$ cat src/rtl/hex_font.svh
`ifndef HEX_FONT_SVH
`define HEX_FONT_SVH

// 5x7 hex font, msb of the returned row is the leftmost pixel
// rows 0..6 hold the glyph, row 7 is the blank gap under it
function automatic logic [4:0] glyph_row(input logic [3:0] nibble, input logic [2:0] row);
    logic [34:0] g;  // seven rows of five, row 0 in the top bits
    case (nibble)
        4'h0: g = {5'b01110, 5'b10001, 5'b10011, 5'b10101, 5'b11001, 5'b10001, 5'b01110};
        4'h1: g = {5'b00100, 5'b01100, 5'b00100, 5'b00100, 5'b00100, 5'b00100, 5'b01110};
        4'h2: g = {5'b01110, 5'b10001, 5'b00001, 5'b00010, 5'b00100, 5'b01000, 5'b11111};
        4'h3: g = {5'b11111, 5'b00010, 5'b00100, 5'b00010, 5'b00001, 5'b10001, 5'b01110};
        4'h4: g = {5'b00010, 5'b00110, 5'b01010, 5'b10010, 5'b11111, 5'b00010, 5'b00010};
        4'h5: g = {5'b11111, 5'b10000, 5'b11110, 5'b00001, 5'b00001, 5'b10001, 5'b01110};
        4'h6: g = {5'b00110, 5'b01000, 5'b10000, 5'b11110, 5'b10001, 5'b10001, 5'b01110};
        4'h7: g = {5'b11111, 5'b00001, 5'b00010, 5'b00100, 5'b01000, 5'b01000, 5'b01000};
        4'h8: g = {5'b01110, 5'b10001, 5'b10001, 5'b01110, 5'b10001, 5'b10001, 5'b01110};
        4'h9: g = {5'b01110, 5'b10001, 5'b10001, 5'b01111, 5'b00001, 5'b00010, 5'b01100};
        4'ha: g = {5'b01110, 5'b10001, 5'b10001, 5'b10001, 5'b11111, 5'b10001, 5'b10001};
        4'hb: g = {5'b11110, 5'b10001, 5'b10001, 5'b11110, 5'b10001, 5'b10001, 5'b11110};
        4'hc: g = {5'b01110, 5'b10001, 5'b10000, 5'b10000, 5'b10000, 5'b10001, 5'b01110};
        4'hd: g = {5'b11100, 5'b10010, 5'b10001, 5'b10001, 5'b10001, 5'b10010, 5'b11100};
        4'he: g = {5'b11111, 5'b10000, 5'b10000, 5'b11110, 5'b10000, 5'b10000, 5'b11111};
        default: g = {5'b11111, 5'b10000, 5'b10000, 5'b11110, 5'b10000, 5'b10000, 5'b10000};
    endcase
    if (row == 3'd7)
    begin
        glyph_row = 5'b00000;
    end
    else
    begin
        glyph_row = g[34 - 5 * row -: 5];
    end
endfunction

`endif

$ cat src/rtl/hex_panel_pkg.sv
package hex_panel_pkg;

    // horizontal panel timing, in pixel clocks
    localparam int h_active = 480;
    localparam int h_front  = 24;
    localparam int h_pulse  = 48;
    localparam int h_back   = 72;
    localparam int h_total  = h_active + h_front + h_pulse + h_back;  // 624

    // vertical panel timing, in lines
    localparam int v_active = 272;
    localparam int v_front  = 1;
    localparam int v_pulse  = 3;
    localparam int v_back   = 19;
    localparam int v_total  = v_active + v_front + v_pulse + v_back;  // 295

    localparam int beam_bits   = 10;   // width of beam_x and beam_y
    localparam int status_bits = 256;

    // text block layout
    localparam int digits_per_row = 32;
    localparam int text_rows      = 2;
    localparam int cell_w         = 6;
    localparam int cell_h         = 8;
    localparam int scale_shift    = 1;  // every cell pixel doubled
    localparam int glyph_w        = 5;
    localparam int glyph_h        = 7;
    localparam int col_bits       = $clog2(digits_per_row);
    localparam int row_bits       = $clog2(text_rows);
    localparam int cell_bits      = 3;  // holds a position inside one cell
    localparam int text_w         = (digits_per_row * cell_w) << scale_shift;  // 384
    localparam int text_h         = (text_rows * cell_h) << scale_shift;       // 32

    // rgb565 per text row: yellow, cyan
    localparam logic [15:0] row_colour [text_rows] = '{16'hffe0, 16'h07ff};

    // clocks from beam position to colour, then to lane words
    localparam int render_latency = 2;
    localparam int pack_latency   = 1;

endpackage

$ cat src/rtl/panel_timing.sv
`timescale 1ns/1ps

module panel_timing
(
    input  logic                                clk_25mhz,
    input  logic                                arst_n,
    output logic [hex_panel_pkg::beam_bits-1:0] beam_x,
    output logic [hex_panel_pkg::beam_bits-1:0] beam_y,
    output logic                                hsync,
    output logic                                vsync,
    output logic                                blank,
    output logic                                frame_start
);
    import hex_panel_pkg::*;

    // sync windows on the beam counters
    localparam logic [beam_bits-1:0] x_last   = beam_bits'(h_total - 1);
    localparam logic [beam_bits-1:0] y_last   = beam_bits'(v_total - 1);
    localparam logic [beam_bits-1:0] hs_first = beam_bits'(h_active + h_front);
    localparam logic [beam_bits-1:0] hs_end   = beam_bits'(h_active + h_front + h_pulse);
    localparam logic [beam_bits-1:0] vs_first = beam_bits'(v_active + v_front);
    localparam logic [beam_bits-1:0] vs_end   = beam_bits'(v_active + v_front + v_pulse);
    localparam logic [beam_bits-1:0] x_vis    = beam_bits'(h_active);
    localparam logic [beam_bits-1:0] y_vis    = beam_bits'(v_active);

    logic [beam_bits-1:0] x_next;
    logic [beam_bits-1:0] y_next;
    logic                 hsync_next;
    logic                 vsync_next;
    logic                 blank_next;
    logic                 wrap_next;

    // position of the next clock
    always_comb
    begin
        x_next = beam_x + 1'b1;
        y_next = beam_y;
        if (beam_x == x_last)
        begin
            x_next = '0;
            if (beam_y == y_last)
            begin
                y_next = '0;
            end
            else
            begin
                y_next = beam_y + 1'b1;
            end
        end
    end

    // decode the levels for that same position, so they register together
    always_comb
    begin
        hsync_next = (x_next >= hs_first) && (x_next < hs_end);
        vsync_next = (y_next >= vs_first) && (y_next < vs_end);
        blank_next = (x_next >= x_vis) || (y_next >= y_vis);
        wrap_next  = (x_next == '0) && (y_next == '0);
    end

    always_ff @(posedge clk_25mhz or negedge arst_n)
    begin
        if (!arst_n)
        begin
            beam_x      <= '0;
            beam_y      <= '0;
            hsync       <= 1'b0;
            vsync       <= 1'b0;
            blank       <= 1'b0;  // pixel 0,0 is visible
            frame_start <= 1'b0;
        end
        else
        begin
            beam_x      <= x_next;
            beam_y      <= y_next;
            hsync       <= hsync_next;
            vsync       <= vsync_next;
            blank       <= blank_next;
            frame_start <= wrap_next;  // high while the beam sits at 0,0
        end
    end

endmodule

$ cat src/rtl/status_word.sv
`timescale 1ns/1ps

module status_word
(
    input  logic                                  clk_25mhz,
    input  logic                                  arst_n,
    input  logic [6:0]                            btn,
    input  logic                                  frame_start,
    output logic [hex_panel_pkg::status_bits-1:0] display
);
    import hex_panel_pkg::*;

    logic [63:0]            frame_cnt64;
    logic [31:0]            frame_cnt32;
    logic [status_bits-1:0] snapshot;

    // word layout as shown on the panel
    always_comb
    begin
        snapshot = '0;
        for (int i = 0; i < 7; i++)
        begin
            snapshot[4 * i] = btn[i];  // one button per digit
        end
        snapshot[58:52]   = btn;
        snapshot[127:64]  = frame_cnt64;
        snapshot[159:128] = frame_cnt32;
    end

    // one load per frame keeps the picture free of tearing
    always_ff @(posedge clk_25mhz or negedge arst_n)
    begin
        if (!arst_n)
        begin
            frame_cnt64 <= '0;
            frame_cnt32 <= '0;
            display     <= '0;
        end
        else if (frame_start)
        begin
            display     <= snapshot;
            frame_cnt64 <= frame_cnt64 + 64'd1;  // advance after the load
            frame_cnt32 <= frame_cnt32 + 32'd1;
        end
    end

endmodule

$ cat src/rtl/hex_glyph_render.sv
`timescale 1ns/1ps

module hex_glyph_render
(
    input  logic                                  clk_25mhz,
    input  logic                                  arst_n,
    input  logic [hex_panel_pkg::beam_bits-1:0]   beam_x,
    input  logic [hex_panel_pkg::beam_bits-1:0]   beam_y,
    input  logic [hex_panel_pkg::status_bits-1:0] display,
    output logic [7:0]                            red,
    output logic [7:0]                            green,
    output logic [7:0]                            blue
);
    import hex_panel_pkg::*;

    `include "hex_font.svh"

    logic [beam_bits-1:0] half_x;
    logic [beam_bits-1:0] half_y;
    logic [beam_bits-1:0] col_full;
    logic [beam_bits-1:0] row_full;
    logic [beam_bits-1:0] cell_x_full;
    logic [beam_bits-1:0] cell_y_full;
    logic                 in_text;

    // stage 1 registers
    logic                 s1_in_text;
    logic [col_bits-1:0]  s1_col;
    logic [row_bits-1:0]  s1_row;
    logic [cell_bits-1:0] s1_cell_x;
    logic [cell_bits-1:0] s1_cell_y;

    // stage 2 decode
    logic [row_bits+col_bits-1:0] digit;
    logic [3:0]                   nibble;
    logic [glyph_w-1:0]           glyph;
    logic                         lit;
    logic [15:0]                  colour;

    // undo the pixel doubling, then split into cell and position in cell
    always_comb
    begin
        half_x      = beam_x >> scale_shift;
        half_y      = beam_y >> scale_shift;
        col_full    = half_x / beam_bits'(cell_w);
        cell_x_full = half_x % beam_bits'(cell_w);
        row_full    = half_y / beam_bits'(cell_h);
        cell_y_full = half_y % beam_bits'(cell_h);
        in_text     = (beam_x < beam_bits'(text_w)) && (beam_y < beam_bits'(text_h));
    end

    always_ff @(posedge clk_25mhz or negedge arst_n)
    begin
        if (!arst_n)
        begin
            s1_in_text <= 1'b0;
            s1_col     <= '0;
            s1_row     <= '0;
            s1_cell_x  <= '0;
            s1_cell_y  <= '0;
        end
        else
        begin
            s1_in_text <= in_text;
            s1_col     <= col_full[col_bits-1:0];  // only meaningful inside the block
            s1_row     <= row_full[row_bits-1:0];
            s1_cell_x  <= cell_x_full[cell_bits-1:0];
            s1_cell_y  <= cell_y_full[cell_bits-1:0];
        end
    end

    // digits_per_row is a power of two, so row and column simply concatenate
    always_comb
    begin
        digit  = {s1_row, s1_col};
        nibble = display[{digit, 2'b00} +: 4];  // column 0 shows the lowest nibble
        glyph  = glyph_row(nibble, s1_cell_y);
        lit    = 1'b0;
        if (s1_in_text && (s1_cell_x < cell_bits'(glyph_w)) && (s1_cell_y < cell_bits'(glyph_h)))
        begin
            lit = glyph[glyph_w - 1 - int'(s1_cell_x)];
        end
        colour = row_colour[s1_row];
    end

    // rgb565 widened by repeating the lowest bit of each channel
    always_ff @(posedge clk_25mhz or negedge arst_n)
    begin
        if (!arst_n)
        begin
            red   <= '0;
            green <= '0;
            blue  <= '0;
        end
        else if (lit)
        begin
            red   <= {colour[15:11], {3{colour[11]}}};
            green <= {colour[10:5], {2{colour[5]}}};
            blue  <= {colour[4:0], {3{colour[0]}}};
        end
        else
        begin
            red   <= '0;  // background is black
            green <= '0;
            blue  <= '0;
        end
    end

endmodule

$ cat src/rtl/lvds_lane_packer.sv
`timescale 1ns/1ps

module lvds_lane_packer
(
    input  logic       clk_25mhz,
    input  logic       arst_n,
    input  logic       hsync,
    input  logic       vsync,
    input  logic       blank,
    input  logic [7:0] red,
    input  logic [7:0] green,
    input  logic [7:0] blue,
    output logic [6:0] lane0,
    output logic [6:0] lane1,
    output logic [6:0] lane2,
    output logic [6:0] lane3
);
    import hex_panel_pkg::*;

    // {hsync, vsync, blank} delayed to meet the rendered colour
    logic [2:0] ctrl_pipe [render_latency];
    logic       hs_d;
    logic       vs_d;
    logic       de_d;

    always_ff @(posedge clk_25mhz or negedge arst_n)
    begin
        if (!arst_n)
        begin
            for (int i = 0; i < render_latency; i++)
            begin
                ctrl_pipe[i] <= 3'b001;  // blank while the pipeline fills
            end
        end
        else
        begin
            ctrl_pipe[0] <= {hsync, vsync, blank};
            for (int i = 1; i < render_latency; i++)
            begin
                ctrl_pipe[i] <= ctrl_pipe[i-1];
            end
        end
    end

    assign hs_d = ctrl_pipe[render_latency-1][2];
    assign vs_d = ctrl_pipe[render_latency-1][1];
    assign de_d = ~ctrl_pipe[render_latency-1][0];  // data enable

    // bit 6 of each lane is the first one shifted out
    always_ff @(posedge clk_25mhz or negedge arst_n)
    begin
        if (!arst_n)
        begin
            lane0 <= '0;
            lane1 <= '0;
            lane2 <= '0;
            lane3 <= '0;
        end
        else
        begin
            lane0 <= {green[0], red[5:0]};
            lane1 <= {blue[1:0], green[5:1]};
            lane2 <= {de_d, vs_d, hs_d, blue[5:2]};
            lane3 <= {1'b0, blue[7:6], green[7:6], red[7:6]};
        end
    end

endmodule

$ cat src/rtl/hex_panel_top.sv
`timescale 1ns/1ps

module hex_panel_top
(
    input  logic       clk_25mhz,
    input  logic       arst_n,
    input  logic [6:0] btn,
    output logic [7:0] led,
    output logic [6:0] lane0,
    output logic [6:0] lane1,
    output logic [6:0] lane2,
    output logic [6:0] lane3,
    output logic       wifi_gpio0
);
    import hex_panel_pkg::*;

    logic [beam_bits-1:0]   beam_x;
    logic [beam_bits-1:0]   beam_y;
    logic                   hsync;
    logic                   vsync;
    logic                   blank;
    logic                   frame_start;
    logic [status_bits-1:0] display;
    logic [7:0]             red;
    logic [7:0]             green;
    logic [7:0]             blue;

    panel_timing u_timing (
        .clk_25mhz   (clk_25mhz),
        .arst_n      (arst_n),
        .beam_x      (beam_x),
        .beam_y      (beam_y),
        .hsync       (hsync),
        .vsync       (vsync),
        .blank       (blank),
        .frame_start (frame_start)
    );

    status_word u_status (
        .clk_25mhz   (clk_25mhz),
        .arst_n      (arst_n),
        .btn         (btn),
        .frame_start (frame_start),
        .display     (display)
    );

    hex_glyph_render u_render (
        .clk_25mhz (clk_25mhz),
        .arst_n    (arst_n),
        .beam_x    (beam_x),
        .beam_y    (beam_y),
        .display   (display),
        .red       (red),
        .green     (green),
        .blue      (blue)
    );

    lvds_lane_packer u_packer (
        .clk_25mhz (clk_25mhz),
        .arst_n    (arst_n),
        .hsync     (hsync),
        .vsync     (vsync),
        .blank     (blank),
        .red       (red),
        .green     (green),
        .blue      (blue),
        .lane0     (lane0),
        .lane1     (lane1),
        .lane2     (lane2),
        .lane3     (lane3)
    );

    assign led[0]     = vsync;  // raw timing levels, not delayed
    assign led[1]     = hsync;
    assign led[2]     = blank;
    assign led[7:3]   = btn[4:0];
    assign wifi_gpio0 = btn[0];  // btn0 hands the board over to the esp32

endmodule

$ cat config.mk
export PLATFORM = sky130hd
export DESIGN_NAME = hex_panel_top
export DESIGN_NICKNAME = d
export VERILOG_FILES = /design/src/rtl/hex_panel_pkg.sv /design/src/rtl/panel_timing.sv /design/src/rtl/status_word.sv /design/src/rtl/hex_glyph_render.sv /design/src/rtl/lvds_lane_packer.sv /design/src/rtl/hex_panel_top.sv
export VERILOG_INCLUDE_DIRS = /design/src /design/src/rtl
export SDC_FILE = /design/constraint.sdc
export NUM_CORES = 1
export LEC_CHECK = 0
export BUFFER_PORTS_ARGS = -buffer_cell sky130_fd_sc_hd__buf_2
export CORE_AREA = 3 3 227 229
export DETAILED_ROUTE_END_ITERATION = 8
export DIE_AREA = 0 0 230 232
export SLEW_MARGIN = 20
export SYNTH_ARGS = -nofsm -noshare
export SYNTH_HDL_FRONTEND = slang
export SYNTH_SLANG_ARGS = --single-unit
$ cat constraint.sdc
create_clock -name clk_25mhz -period 8 [get_ports clk_25mhz]
set_clock_uncertainty 0.1 [all_clocks]
set_input_delay 0.8 -clock clk_25mhz [delete_from_list [all_inputs] [get_ports clk_25mhz]]
set_output_delay 0.8 -clock clk_25mhz [all_outputs]
set_load 0.01 [all_outputs]
==> metrics.log, run 1 <==
INFO  metric grt_start_max_net_pins = 98
INFO  metric postSynth.topFlopCell = sky130_fd_sc_hd__dfrtp_1
INFO  metric clkSlewWorstSetupHoldPaths = 60 ps
INFO  metric timing.fmax = 164 MHz
INFO  metric worst_skew_pair.late_latency = 560 ps
INFO  metric globalplace.congestion = 0.942
INFO  metric postLayoutCoreUtil = 32.7%
INFO  metric clk_root_buffer_cell = sky130_fd_sc_hd__clkbuf_16
INFO  metric timing_worst_setup_path_type = register to register
INFO  metric overflow = 0
INFO  metric global_route_wire_length_before_repair = 65.1 mm
INFO  metric min_period_over_period = 76.1%
INFO  metric placement.io_buffers = 44
INFO  metric worstPathBufferInverterCount = 1
INFO  metric drv_cap = 0
INFO  metric yosys_warnings = 0
INFO  metric status = finished clean
INFO  metric stdcell_count = 2142
INFO  metric worstReg2RegStart = u_render.s1_col[1]
INFO  metric vdd_drop_max = 0.185 mV
INFO  metric postSynthCellCount = 1486
INFO  metric slew_headroom = 25.2%
INFO  metric cp_cell_sequence = buf_4 > mux2i_1 > a22o_1 > o41ai_2 > nand3_1 > nor2_2 > o22ai_1 > a2111oi_0 > a22oi_1 > a311oi_1 > a32oi_1 > a211oi_1
INFO  metric final-setup-viol-count = 0
INFO  metric synth.distinct_cells = 96
INFO  metric tritoncts_clock_tree = yes
INFO  metric postSynthRegisterBits = 251
INFO  metric grt_antenna_before_repair = 0
INFO  metric cts_hold_buf = 0
INFO  metric ctsHtreeMaxLevel = 1
INFO  metric dr.first_iter.drc_count = 965
INFO  metric static-leakage-power = 7.10 nW
INFO  metric drt-wirelength-per-cell = 19.1 µm
INFO  metric grt_resource_usage_total = 15.0%
INFO  metric postSynthNetCount = 1522
INFO  metric cts_resized = 0
INFO  metric max-clock-path-buffers = 3
INFO  metric place_hpwl = 29.1 mm
INFO  metric antenna_left = 0
INFO  metric drt_first_pass_iters = 5
INFO  metric power-per-cell-area = 153 nW/µm²
INFO  metric yosysSeqAreaShare = 42.2%
INFO  metric unrepaired_setup_endpoints_after_global_routing = no
INFO  metric starting_density_of_the_core = 29.9%
INFO  metric numCtsBuffers = 27
INFO  metric cts.repair_timing.setup_buffer_count = 0
INFO  metric async_flop_share = 100%
INFO  metric routed-wl-met2 = 19.1 mm
INFO  metric floorplan.rows = 82
INFO  metric postSynthAreaPerCell = 10.0 µm²
INFO  metric cp-start-kind = register
INFO  metric std_cell_core_area = 49900 µm²
INFO  metric num-fill-cells = 5084
INFO  metric cp_data_arrival_time = 6430 ps
INFO  metric met3_wl = 2.29 mm
INFO  metric totalNegativeSetupSlack = 0 ps
INFO  metric endpoint_kind = register
INFO  metric topRoutingLayerUsed = met4
INFO  metric antenna_cells_inserted = 0
INFO  metric vias = 11800
INFO  metric nNetsFinal = 1488
INFO  metric avgViaCountPerCell = 5.49
INFO  metric dp.cells = 2095
INFO  metric first_global_vias = 11300
INFO  metric critical_path.startpoint = u_render.s1_col[1]
INFO  metric clock_period_minus_final_worst_setup_slack = 6090 ps
INFO  metric worst_slew_pin_slew = 1120 ps
INFO  metric floorplan.die_area = 53400 µm²
INFO  metric critical-path-slowest-cell = sky130_fd_sc_hd__nor2_2
INFO  metric layout-drive-gt1-share = 16.7%
INFO  metric syn2layout_area_growth = 9.44%
INFO  metric synth.cell_area = 14900 µm²
INFO  metric drv_slew = 0
INFO  metric die_width = 230 µm
INFO  metric hp-class = input pin to asynchronous set/reset pin
INFO  metric number_of_enable_flip_flop_cells_after_synthesis = 0
INFO  metric required = 8340 ps
INFO  metric critPathMaxStageDelay = 1170 ps
INFO  metric crit_path_max_fanout = 41
INFO  metric timing.final.hold_violations = 0
INFO  metric timing.critical_path.max_delay_family = compound AO/OA/AOI/OAI gates
INFO  metric m1WireLength = 18.1 mm
INFO  metric die_height = 232 µm
INFO  metric routed_wirelength = 40.9 mm
INFO  metric ioPinCount = 46
INFO  metric clkSinkCount = 251
INFO  metric route.detailed.drc = 0
[power by group]
part           total (W)  internal [W]  leakage, nW  switching (W)
sequential       0.00127       0.00127         3.47              0
clock            0.00120      0.000696        0.424       0.000499
combinational  0.0000300    0.00000376         3.21      0.0000263
[area by class of cell]
class	count	area [µm²]	share of cell area, %
inverter	40	150	0.921
tap	672	841	5.16
sequential	251	6290	38.6
multi-input combinational	1072	7820	47.9
clock inverter	5	43.8	0.269
clock buffer	42	812	4.98
timing repair buffer	60	354	2.17
[registers in the layout, summed over array words and instances, names as in the netlist, 3 cells and up]
| name | count |
|---|---|
| u_timing.beam_y | 10 |
| u_render.s1_cell_y | 3 |
| u_status.frame_cnt64 | 64 |
| u_packer.ctrl_pipe | 6 |
| u_status.display | 103 |
| u_render.s1_cell_x | 3 |
| u_render.s1_col | 5 |
| u_packer.lane2 | 3 |
| u_timing.beam_x | 10 |
| u_status.frame_cnt32 | 32 |
[layer usage]
layer / GRT usage, % / vias to the layer above
li1: - / 5376
met1: 20.4 / 5829
met2: 24.3 / 443
met3: 2.15 / 105
met4: 5.42 / 0
met5: 0 / -
[worst paths after layout]
check / endpoint / slack, ps / depth (start not counted)
max: u_render.blue[6] / 1910 / 12
min: u_status.frame_cnt64[10] / 180 / 1
max reg2reg: u_render.blue[6] / 1910 / 12
min reg2reg: u_packer.ctrl_pipe[1] / 250 / 0
max in group asynchronous: u_timing.frame_start / 6110 / 2
min in group clk_25mhz: u_packer.ctrl_pipe[1] / 250 / 0
[placed cells by master, fill, tap and decap left out, types with 7 or more instances in the layout]
| cell type | n |
|---|---|
| sky130_fd_sc_hd__a211o_1 | 7 |
| sky130_fd_sc_hd__a211oi_1 | 11 |
| sky130_fd_sc_hd__a21oi_1 | 46 |
| sky130_fd_sc_hd__a221oi_1 | 8 |
| sky130_fd_sc_hd__a22oi_1 | 9 |
| sky130_fd_sc_hd__a311oi_1 | 11 |
| sky130_fd_sc_hd__a31oi_1 | 13 |
| sky130_fd_sc_hd__a32oi_1 | 10 |
| sky130_fd_sc_hd__and2_1 | 9 |
| sky130_fd_sc_hd__and3_1 | 27 |
| sky130_fd_sc_hd__and4_1 | 9 |
| sky130_fd_sc_hd__buf_2 | 43 |
| sky130_fd_sc_hd__buf_4 | 15 |
| sky130_fd_sc_hd__clkbuf_1 | 7 |
| sky130_fd_sc_hd__clkbuf_16 | 27 |
| sky130_fd_sc_hd__clkbuf_8 | 8 |
| sky130_fd_sc_hd__dfrtp_1 | 247 |
| sky130_fd_sc_hd__ha_1 | 24 |
| sky130_fd_sc_hd__inv_1 | 36 |
| sky130_fd_sc_hd__mux2_2 | 110 |
| sky130_fd_sc_hd__mux2i_1 | 35 |
| sky130_fd_sc_hd__mux4_2 | 9 |
| sky130_fd_sc_hd__nand2_1 | 110 |
| sky130_fd_sc_hd__nand2b_1 | 14 |
| sky130_fd_sc_hd__nand3_1 | 71 |
| sky130_fd_sc_hd__nand3b_1 | 8 |
| sky130_fd_sc_hd__nand4_1 | 42 |
| sky130_fd_sc_hd__nor2_1 | 97 |
| sky130_fd_sc_hd__nor2b_1 | 11 |
| sky130_fd_sc_hd__nor3_1 | 34 |
| sky130_fd_sc_hd__nor4_1 | 13 |
| sky130_fd_sc_hd__o2111ai_1 | 10 |
| sky130_fd_sc_hd__o211ai_1 | 27 |
| sky130_fd_sc_hd__o21ai_0 | 45 |
| sky130_fd_sc_hd__o22ai_1 | 11 |
| sky130_fd_sc_hd__o31ai_1 | 12 |
| sky130_fd_sc_hd__xnor2_1 | 75 |
| sky130_fd_sc_hd__xor2_1 | 39 |
[cells in the mapped netlist, drive strengths merged (6+ instances only)]
cell | number | area [µm²]
nor2 | 98 | 368
a211o | 7 | 61.3
a221oi | 9 | 85.1
nand2 | 110 | 413
o21ai | 47 | 235
nor3b | 6 | 45.0
o31ai | 14 | 124
nand2b | 14 | 87.6
a22oi | 10 | 80.1
a32oi | 10 | 87.6
nand4 | 42 | 263
nor2b | 11 | 68.8
and2 | 10 | 62.6
buf | 68 | 458
o211ai | 27 | 203
mux2i | 35 | 350
nor3 | 35 | 186
mux4 | 10 | 229
mux2 | 110 | 1240
nand3 | 71 | 355
clkbuf | 55 | 206
o2111ai | 10 | 87.6
a311oi | 11 | 96.3
xnor2 | 75 | 657
a21boi | 6 | 45.1
o22ai | 11 | 68.8
inv | 37 | 139
and4 | 9 | 78.8
nand3b | 8 | 60.1
a31oi | 13 | 81.3
a211oi | 12 | 95.1
ha | 24 | 300
xor2 | 40 | 350
a21oi | 46 | 230
nor4 | 14 | 103
dfrtp | 249 | 6230
and3 | 28 | 180
[worst register-to-register path: stages, from the launching register on]
cell and delay [ps]:
sky130_fd_sc_hd__dfrtp_2 500, sky130_fd_sc_hd__buf_4 510, sky130_fd_sc_hd__mux2i_1 210, sky130_fd_sc_hd__a22o_1 280, sky130_fd_sc_hd__o41ai_2 310, sky130_fd_sc_hd__nand3_1 760
sky130_fd_sc_hd__nor2_2 1170, sky130_fd_sc_hd__o22ai_1 340, sky130_fd_sc_hd__a2111oi_0 650, sky130_fd_sc_hd__a22oi_1 220, sky130_fd_sc_hd__a311oi_1 450, sky130_fd_sc_hd__a32oi_1 180
sky130_fd_sc_hd__a211oi_1 290
[stage by stage]
stage                     worst slack (ps)  cell area [µm²]  total power [W]  hold WS, ps
final                                 1910            16300          0.00250          180
after global routing                  1830            16300          0.00259          226
after CTS                             2210            16300          0.00254          187
after detailed placement              2270            15400          0.00133          236
after global placement                2250            15400          0.00132          233
after floorplan                       3730            14900          0.00130          231
[kinds of logic after synthesis]
group / after synthesis / synth area share (%)
AOI/OAI and AO/OA: 299 / 14.7
xor gates and xnor gates: 115 / 6.76
adders and majority gates: 28 / 2.49
buffers and inverters: 163 / 5.47
DFF: 251 / 42.2
muxes: 155 / 12.2
other: 1 / 0.0252
and+or+nand+nor: 474 / 16.2
(Power assumes the default switching activity.)
==> run 2, diff against run 1 <==
==> constraint.sdc (replaced) <==
create_clock -name clk_25mhz -period 4.93 [get_ports clk_25mhz]
set_clock_uncertainty 0.1 [all_clocks]
set_input_delay 0.493 -clock clk_25mhz [delete_from_list [all_inputs] [get_ports clk_25mhz]]
set_output_delay 0.493 -clock clk_25mhz [all_outputs]
set_load 0.01 [all_outputs]
==> metrics.log, run 2 (synthesis gave the netlist of run 1 again) <==
INFO  metric met3_wl = 2.31 mm (+0.61%)
INFO  metric power-per-cell-area = 253 nW/µm² (+65%)
INFO  metric vias = 11800 (+0.69%)
INFO  metric number_of_flip_flops_under_the_largest_register_name = 103 (unchanged)
INFO  metric critPathMaxStageDelay = 520 ps (-650 ps)
INFO  metric tritoncts_clock_tree = yes
INFO  metric timing.final.hold_violations = 0 (unchanged)
INFO  metric final-setup-viol-count = 0 (unchanged)
INFO  metric clk_root_buffer_cell = sky130_fd_sc_hd__clkbuf_16
INFO  metric share_of_power_burned_in_the_clock_network = 50.1% (+2.2 points)
INFO  metric power_report.internal_total = 0.00329 W (+67%)
INFO  metric dr.first_iter.drc_count = 1183 (+23%)
INFO  metric overflow = 0 (unchanged)
INFO  metric std_cell_core_area = 49900 µm² (unchanged)
INFO  metric timing.fmax = 214 MHz (+30%)
INFO  metric first_global_vias = 11800 (+4.4%)
INFO  metric cp-start-kind = register
INFO  metric clkSinkCount = 251 (unchanged)
INFO  metric syn2layout_area_growth = 12.5%
INFO  metric biggestRegsByFlops = u_status.display (103), u_status.frame_cnt64 (64), u_status.frame_cnt32 (32)
INFO  metric worst_slew_pin_slew = 972 ps (-149 ps)
INFO  metric crit_path_max_fanout = 25 (-39%)
INFO  metric static-leakage-power = 7.35 nW (+3.5%)
INFO  metric grt_start_max_net_pins = 111 (+13%)
INFO  metric drt-wirelength-per-cell = 19.5 µm (+1.9%)
INFO  metric clock_period_minus_final_worst_setup_slack = 4670 ps (-1410 ps)
INFO  metric die_height = 232 µm (unchanged)
INFO  metric path_common_cell = sky130_fd_sc_hd__inv_1
INFO  metric nNetsFinal = 1531 (+2.9%)
INFO  metric slew_headroom = 35.2% (+10 points)
INFO  metric endpoint_kind = register
INFO  metric global_route_wire_length_before_repair = 68.2 mm (+4.8%)
INFO  metric register_bank_with_the_most_flops = u_status.display
INFO  metric grt_resource_usage_total = 15.8% (+0.85 points)
INFO  metric status = finished clean
INFO  metric routed-wl-met2 = 19.6 mm (+2.8%)
INFO  metric die_width = 230 µm (unchanged)
INFO  metric floorplan.die_area = 53400 µm² (unchanged)
INFO  metric totalNegativeSetupSlack = 0 ps (unchanged)
INFO  metric globalplace.congestion = 0.943 (about the same)
INFO  metric postLayoutCoreUtil = 33.6% (+0.92 points)
INFO  metric grt_antenna_before_repair = 0 (unchanged)
INFO  metric place_hpwl = 30.8 mm (+6.1%)
INFO  metric vdd_drop_max = 0.206 mV (+11%)
INFO  metric floorplan.rows = 82 (unchanged)
INFO  metric cp_data_arrival_time = 5010 ps (-1420 ps)
INFO  metric antenna_cells_inserted = 0 (unchanged)
INFO  metric timing_worst_setup_path_type = register to register
INFO  metric avgViaCountPerCell = 5.41 (-1.5%)
INFO  metric max-clock-path-buffers = 3 (unchanged)
INFO  metric most_common_cell_after_layout_fill_and_taps_aside = sky130_fd_sc_hd__dfrtp_1
INFO  metric cp_cell_sequence = buf_12 > mux4_2 > a221oi_1 > a211oi_2 > nor2_2 > inv_1 > ha_1 > inv_1 > a31oi_2 > and3_4 > a2111o_1 > nand4_1 > o211ai_1 > a221oi_2 > a32oi_1 > a211oi_1
INFO  metric power.share.switching = 22.2% (+1.2 points)
INFO  metric critical-path-slowest-cell = sky130_fd_sc_hd__mux4_2
INFO  metric switching_power = 0.000941 W (+79%)
INFO  metric final_cell_mix = sky130_fd_sc_hd__dfrtp_1, sky130_fd_sc_hd__nand2_1, sky130_fd_sc_hd__mux2_2, sky130_fd_sc_hd__nor2_1, sky130_fd_sc_hd__xnor2_1
INFO  metric seq_power_share = 48.7% (-2.2 points)
INFO  metric drt_first_pass_iters = 5 (unchanged)
INFO  metric comb_power_share = 1.2% (about the same)
INFO  metric num-fill-cells = 5050 (-0.67%)
INFO  metric drv_slew = 0 (unchanged)
INFO  metric unrepaired_setup_endpoints_after_global_routing = no
INFO  metric seqCellArea = 6290 µm² (about the same)
INFO  metric topRoutingLayerUsed = met4
INFO  metric min_period_over_period = 94.8% (+19 points)
INFO  metric route.detailed.drc = 0 (unchanged)
INFO  metric worst_skew_pair.late_latency = 590 ps (+30 ps)
INFO  metric layout-drive-gt1-share = 19.6% (+2.9 points)
INFO  metric antenna_left = 0 (unchanged)
INFO  metric multi_input_area = 7830 µm² (+0.19%)
INFO  metric m1WireLength = 18.9 mm (+4.3%)
INFO  metric ioPinCount = 46 (unchanged)
INFO  metric required = 5260 ps (-3080 ps)
INFO  metric drv_cap = 0 (unchanged)
INFO  metric numCtsBuffers = 28 (+3.7%)
INFO  metric ctsHtreeMaxLevel = 1 (unchanged)
INFO  metric routed_wirelength = 42.6 mm (+4.1%)
INFO  metric placement.io_buffers = 44 (unchanged)
INFO  metric clkSlewWorstSetupHoldPaths = 60 ps (about the same)
INFO  metric starting_density_of_the_core = 29.9% (unchanged)
INFO  metric hp-class = input pin to register
==> run 2: cell types whose count changed in the layout (fill, tap and decap cells not counted), sizes merged <==
cell / before / now
clkinv: 7 / 11
clkinvlp: 0 / 3
clkbuf: 42 / 36
dlygate4sd3: 0 / 1
inv: 38 / 40
buf: 60 / 101
bufinv: 0 / 2
==> run 2: layer usage <==
metal	track usage (%)	up-vias
met5	0	-
met4	6.78	0
met3	1.71	104
met2	25.4	403
met1	21.7	5860
li1	-	5467
==> run 2: path summary, 6_finish.rpt <==
kind	endpoint	slack [ps]	depth (start not counted)	from
min in group asynchronous	u_status.frame_cnt64[15]	480	2	arst_n
max in group asynchronous	u_status.display[103]	3110	3	arst_n
hold / removal	u_status.display[58]	40	2	btn[6]
setup reg to reg	u_render.blue[6]	260	16	u_render.s1_col[0]
hold reg to reg	u_packer.lane2[4]	250	0	u_packer.ctrl_pipe[2]
setup / recovery	u_render.blue[6]	260	16	u_render.s1_col[0]
==> run 2: worst max-delay path, delay by kind of cell, from the launching register on <==
kind	cells	cell delay, ps
multiplexers	1	520
flip-flops	1	370
adder cells (fa/ha/maj)	1	300
AO/OA/AOI/OAI	8	1920
AND/OR/NAND/NOR	3	700
buffers and inverters	3	600
==> run 2: power by group through the flow <==
stage	combinational [W]	clock (W)	sequential, W
final	0.0000511	0.00212	0.00206
after floorplan	0.00000598	0	0.00210
after global placement	0.0000534	0	0.00210
after detailed placement	0.0000542	0	0.00210
after CTS	0.0000551	0.00218	0.00206
after global routing	0.0000612	0.00227	0.00206
==> run 2: final cells by class <==
type,count,area share (%)
clock inverter,16,1.08
timing repair buffer,102,4.16
inverter,40,0.896
clock buffer,36,4.60
sequential,251,37.5
multi-input combinational,1072,46.7
tap,672,5.02
==> run 2: stage by stage <==
step / area, µm² / worst slack (ps) / hold WS [ps] / cells / total power [W]
floorplan: 14900 / 665 / 97.4 / 1486 / 0.00210
global placement: 15800 / 153 / 233 / 2135 / 0.00215
detailed placement: 15800 / 131 / 238 / 2135 / 0.00215
CTS: 16700 / 60.0 / 11.9 / 2188 / 0.00430
global route: 16800 / 19.7 / 31.4 / 2189 / 0.00439
finish: 16800 / 258 / 41.7 / 2189 / 0.00423
==> run 2: timing repair <==
action | 4_1_cts | 5_1_grt
hold buffers | 1 | 0
hold endpoints to repair | 108 | 0
resized for setup | 0 | 6
buffers inserted | 0 | 1
endpoints found under the setup margin | 0 | 3
==> run 3, diff against run 2 <==
--- a/config.mk
+++ b/config.mk
@@ -6,10 +6,12 @@
 export SDC_FILE = /design/constraint.sdc
 export NUM_CORES = 1
 export LEC_CHECK = 0
+export ABC_AREA = 1
 export BUFFER_PORTS_ARGS = -buffer_cell sky130_fd_sc_hd__buf_2
-export CORE_AREA = 3 3 227 229
+export CAP_MARGIN = 5
+export CORE_AREA = 3 3 208 210
 export DETAILED_ROUTE_END_ITERATION = 8
-export DIE_AREA = 0 0 230 232
+export DIE_AREA = 0 0 211 213
 export SLEW_MARGIN = 20
 export SYNTH_ARGS = -nofsm -noshare
 export SYNTH_HDL_FRONTEND = slang
==> metrics.log, run 3 <==
INFO  metric tritoncts_clock_tree = yes
INFO  metric numCtsBuffers = 27 (-3.6%)
INFO  metric overflow = 0 (unchanged)
INFO  metric final_cell_mix = sky130_fd_sc_hd__nand2_1, sky130_fd_sc_hd__dfrtp_1, sky130_fd_sc_hd__inv_1, sky130_fd_sc_hd__o21ai_0, sky130_fd_sc_hd__nand3_1
INFO  metric nNetsFinal = 1971 (+29%)
INFO  metric global_route_wire_length_before_repair = 61.4 mm (-10%)
INFO  metric syn2layout_area_growth = 10.1%
INFO  metric ctsHtreeMaxLevel = 1 (unchanged)
INFO  metric antenna_cells_inserted = 0 (unchanged)
INFO  metric avgViaCountPerCell = 5.01 (-7.3%)
INFO  metric endpoint_kind = register
INFO  metric netlist.top_cell.by_area = sky130_fd_sc_hd__dfrtp_1
INFO  metric number_of_enable_flip_flop_cells_after_synthesis = 0 (unchanged)
INFO  metric totalNegativeSetupSlack = 0 ps (unchanged)
INFO  metric die_width = 211 µm (-8.3%)
INFO  metric status = finished clean
INFO  metric worstReg2RegStart = u_render.s1_col[2]
INFO  metric postSynthAreaPerCell = 7.66 µm² (-24%)
INFO  metric globalplace.congestion = 0.895 (-5.0%)
INFO  metric crit_path_max_fanout = 12 (-52%)
INFO  metric timing_worst_setup_path_type = register to register
INFO  metric cp-start-kind = register
INFO  metric slew_headroom = 39.8% (+4.7 points)
INFO  metric floorplan.die_area = 44900 µm² (-16%)
INFO  metric grt_resource_usage_total = 16.3% (+0.48 points)
INFO  metric timing.fmax = 231 MHz (+8.2%)
INFO  metric drv_cap = 0 (unchanged)
INFO  metric worst_slew_pin_slew = 897 ps (-75.5 ps)
INFO  metric drv_slew = 0 (unchanged)
INFO  metric max-clock-path-buffers = 3 (unchanged)
INFO  metric postSynthRegisterBits = 251 (unchanged)
INFO  metric clkSlewWorstSetupHoldPaths = 60 ps (about the same)
INFO  metric async_flop_share = 100% (unchanged)
INFO  metric layout-drive-gt1-share = 10.5% (-9.1 points)
INFO  metric commonest_cells_in_the_synthesized_netlist = sky130_fd_sc_hd__nand2_1, sky130_fd_sc_hd__dfrtp_1, sky130_fd_sc_hd__inv_1
INFO  metric vias = 12500 (+5.6%)
INFO  metric most_common_cell_after_layout_fill_and_taps_aside = sky130_fd_sc_hd__nand2_1
INFO  metric drt_first_pass_iters = 5 (unchanged)
INFO  metric synth_area_leaders = sky130_fd_sc_hd__dfrtp_1, sky130_fd_sc_hd__nand2_1, sky130_fd_sc_hd__o21ai_0, sky130_fd_sc_hd__inv_1, sky130_fd_sc_hd__nand3_1
INFO  metric yosysSeqAreaShare = 42.3% (+0.17 points)
INFO  metric antenna_left = 0 (unchanged)
INFO  metric ioPinCount = 46 (unchanged)
INFO  metric synth.cell_area = 14800 µm² (-0.40%)
INFO  metric register_bank_with_the_most_flops = u_status.display
INFO  metric min_from = btn[6]
INFO  metric clk_root_buffer_cell = sky130_fd_sc_hd__clkbuf_16
INFO  metric cp_data_arrival_time = 4690 ps (-320 ps)
INFO  metric hp-class = input pin to register
INFO  metric postSynthCellCount = 1938 (+30%)
INFO  metric place_hpwl = 26.4 mm (-14%)
INFO  metric clkSinkCount = 251 (unchanged)
INFO  metric dr.first_iter.drc_count = 1016 (-14%)
INFO  metric biggestRegsByFlops = u_status.display (103), u_status.frame_cnt64 (64), u_status.frame_cnt32 (32)
INFO  metric timing.final.hold_violations = 0 (unchanged)
INFO  metric vdd_drop_max = 0.250 mV (+21%)
INFO  metric die_height = 213 µm (-8.2%)
INFO  metric synth.distinct_cells = 59 (-39%)
INFO  metric placement.io_buffers = 44 (unchanged)
INFO  metric netlist.area_leader.share = 42.0% (+0.17 points)
INFO  metric first_global_vias = 12200 (+3.1%)
INFO  metric critical_path.startpoint = u_render.s1_col[2]
INFO  metric unrepaired_setup_endpoints_after_global_routing = no
INFO  metric static-leakage-power = 7.69 nW (+4.6%)
INFO  metric grt_antenna_before_repair = 0 (unchanged)
INFO  metric clock_period_minus_final_worst_setup_slack = 4320 ps (-352 ps)
INFO  metric drt-wirelength-per-cell = 14.5 µm (-25%)
INFO  metric route.detailed.drc = 0 (unchanged)
INFO  metric number_of_flip_flops_under_the_largest_register_name = 103 (unchanged)
INFO  metric required = 5300 ps (+40 ps)
INFO  metric postSynth.topFlopCell = sky130_fd_sc_hd__dfrtp_1
INFO  metric final-setup-viol-count = 0 (unchanged)
INFO  metric power-per-cell-area = 256 nW/µm² (+1.2%)
INFO  metric top_count_cell_post_synth = sky130_fd_sc_hd__nand2_1
INFO  metric routed_wirelength = 36.3 mm (-15%)
INFO  metric postSynthNetCount = 1974 (+30%)
INFO  metric std_cell_core_area = 41800 µm² (-16%)
INFO  metric cts.repair_timing.setup_buffer_count = 0 (unchanged)
INFO  metric worst_skew_pair.late_latency = 550 ps (-40 ps)
INFO  metric starting_density_of_the_core = 35.5% (+5.7 points)
INFO  metric postLayoutCoreUtil = 39.1% (+5.5 points)
INFO  metric stdcell_count = 2495 (+14%)
INFO  metric floorplan.rows = 75 (-8.5%)
INFO  metric dp.cells = 2444 (+14%)
INFO  metric yosys_warnings = 0 (unchanged)
INFO  metric min_period_over_period = 87.6% (-7.1 points)
INFO  metric grt_start_max_net_pins = 94 (-15%)
==> run 3: cell count changes after synthesis, sizes merged, moves of 19 or more <==
cell	before	now
a21oi	46	74
and3	28	3
buf	68	49
inv	37	245
mux2	110	0
mux2i	35	1
nand2	110	489
nand3	71	182
nor2	98	133
o21ai	47	179
xnor2	75	19
xor2	40	68
==> run 3: cells by family (layout without fill, tap and decap cells) <==
group | Yosys count | after routing | share of synthesized area, %
AO/OA/AOI/OAI | 295 | 295 | 10.8
XOR/XNOR | 87 | 87 | 5.13
adder cells (fa/ha/maj) | 27 | 27 | 2.43
buffers and inverters | 349 | 367 | 9.79
flip-flops | 251 | 251 | 42.3
multiplexers | 1 | 1 | 0.0675
other | 1 | 1 | 0.0253
AND/OR/NAND/NOR | 927 | 927 | 29.4
==> run 3: critical path: stages, from the launching register on <==
cell	delay (ps)
sky130_fd_sc_hd__dfrtp_1	670
sky130_fd_sc_hd__clkinv_1	420
sky130_fd_sc_hd__nand3_1	180
sky130_fd_sc_hd__nand3_1	90
sky130_fd_sc_hd__nand3_1	90
sky130_fd_sc_hd__nand2_1	50
sky130_fd_sc_hd__nand2_1	70
sky130_fd_sc_hd__a32oi_1	70
sky130_fd_sc_hd__buf_4	210
sky130_fd_sc_hd__inv_1	160
sky130_fd_sc_hd__ha_1	210
sky130_fd_sc_hd__inv_1	60
sky130_fd_sc_hd__nor2_1	130
sky130_fd_sc_hd__inv_1	60
sky130_fd_sc_hd__o21ai_0	270
sky130_fd_sc_hd__nand2_1	90
sky130_fd_sc_hd__inv_1	80
sky130_fd_sc_hd__o21ai_0	150
sky130_fd_sc_hd__o21ai_0	200
sky130_fd_sc_hd__a21oi_1	70
sky130_fd_sc_hd__nor3_1	200
sky130_fd_sc_hd__nor2_1	80
sky130_fd_sc_hd__nor2_1	120
sky130_fd_sc_hd__a21oi_1	70
sky130_fd_sc_hd__nand2_1	60
sky130_fd_sc_hd__nand4_1	170
sky130_fd_sc_hd__nor2_1	130
==> run 3: timing repair <==
| item | CTS | global route |
|---|---|---|
| setup endpoints to repair | 0 | 1 |
| resized for setup | 0 | 1 |
| hold endpoints to repair | 88 | 0 |
| hold buffers | 1 | 0 |
==> run 3: cell type report <==
type	instances	area, µm²
Timing Repair Buffer	67	422
Multi-Input combinational cell	1338	7100
Clock buffer	41	788
Sequential cell	251	6290
Fill cell	4245	25400
Tap cell	539	674
Clock inverter	9	116
Inverter	250	938
==> run 3: per-layer routing <==
| layer | global-route usage [%] | up-vias | share of wire, % |
|---|---|---|---|
| li1 | - | 6262 | - |
| met1 | 23.2 | 5902 | 48 |
| met2 | 26.2 | 275 | 45 |
| met3 | 1.70 | 58 | 4.0 |
| met4 | 5.10 | 0 | 2.5 |
| met5 | 0 | - | 0 |
==> run 3: final timing paths <==
check	slack, ps	to	depth (start not counted)
worst max register to register	610	u_render.red[6]	26
worst min-delay path	50	u_status.display[58]	3
worst min register to register	250	u_packer.ctrl_pipe[2]	0
worst max-delay path	610	u_render.red[6]	26
max in group asynchronous	3210	u_status.display[89]	3
min in group asynchronous	490	u_timing.hsync	2
==> run 3: report_power, final <==
group          switching, W  internal, W  total (W)
sequential                0      0.00206    0.00206
combinational     0.0000453   0.00000786  0.0000532
clock              0.000846      0.00121    0.00206
total              0.000891      0.00328    0.00417
==> run 3: per-stage QoR <==
| stage | power (W) | hold WS (ps) | cell area [µm²] | worst slack, ps |
|---|---|---|---|---|
| after detailed placement | 0.00215 | 235 | 15400 | 716 |
| after global placement | 0.00215 | 232 | 15400 | 673 |
| after global routing | 0.00433 | 37.2 | 16300 | 31.8 |
| final | 0.00417 | 54.2 | 16300 | 610 |
| after floorplan | 0.00210 | 97.4 | 14800 | 1080 |
| after CTS | 0.00424 | 22.3 | 16300 | 664 |
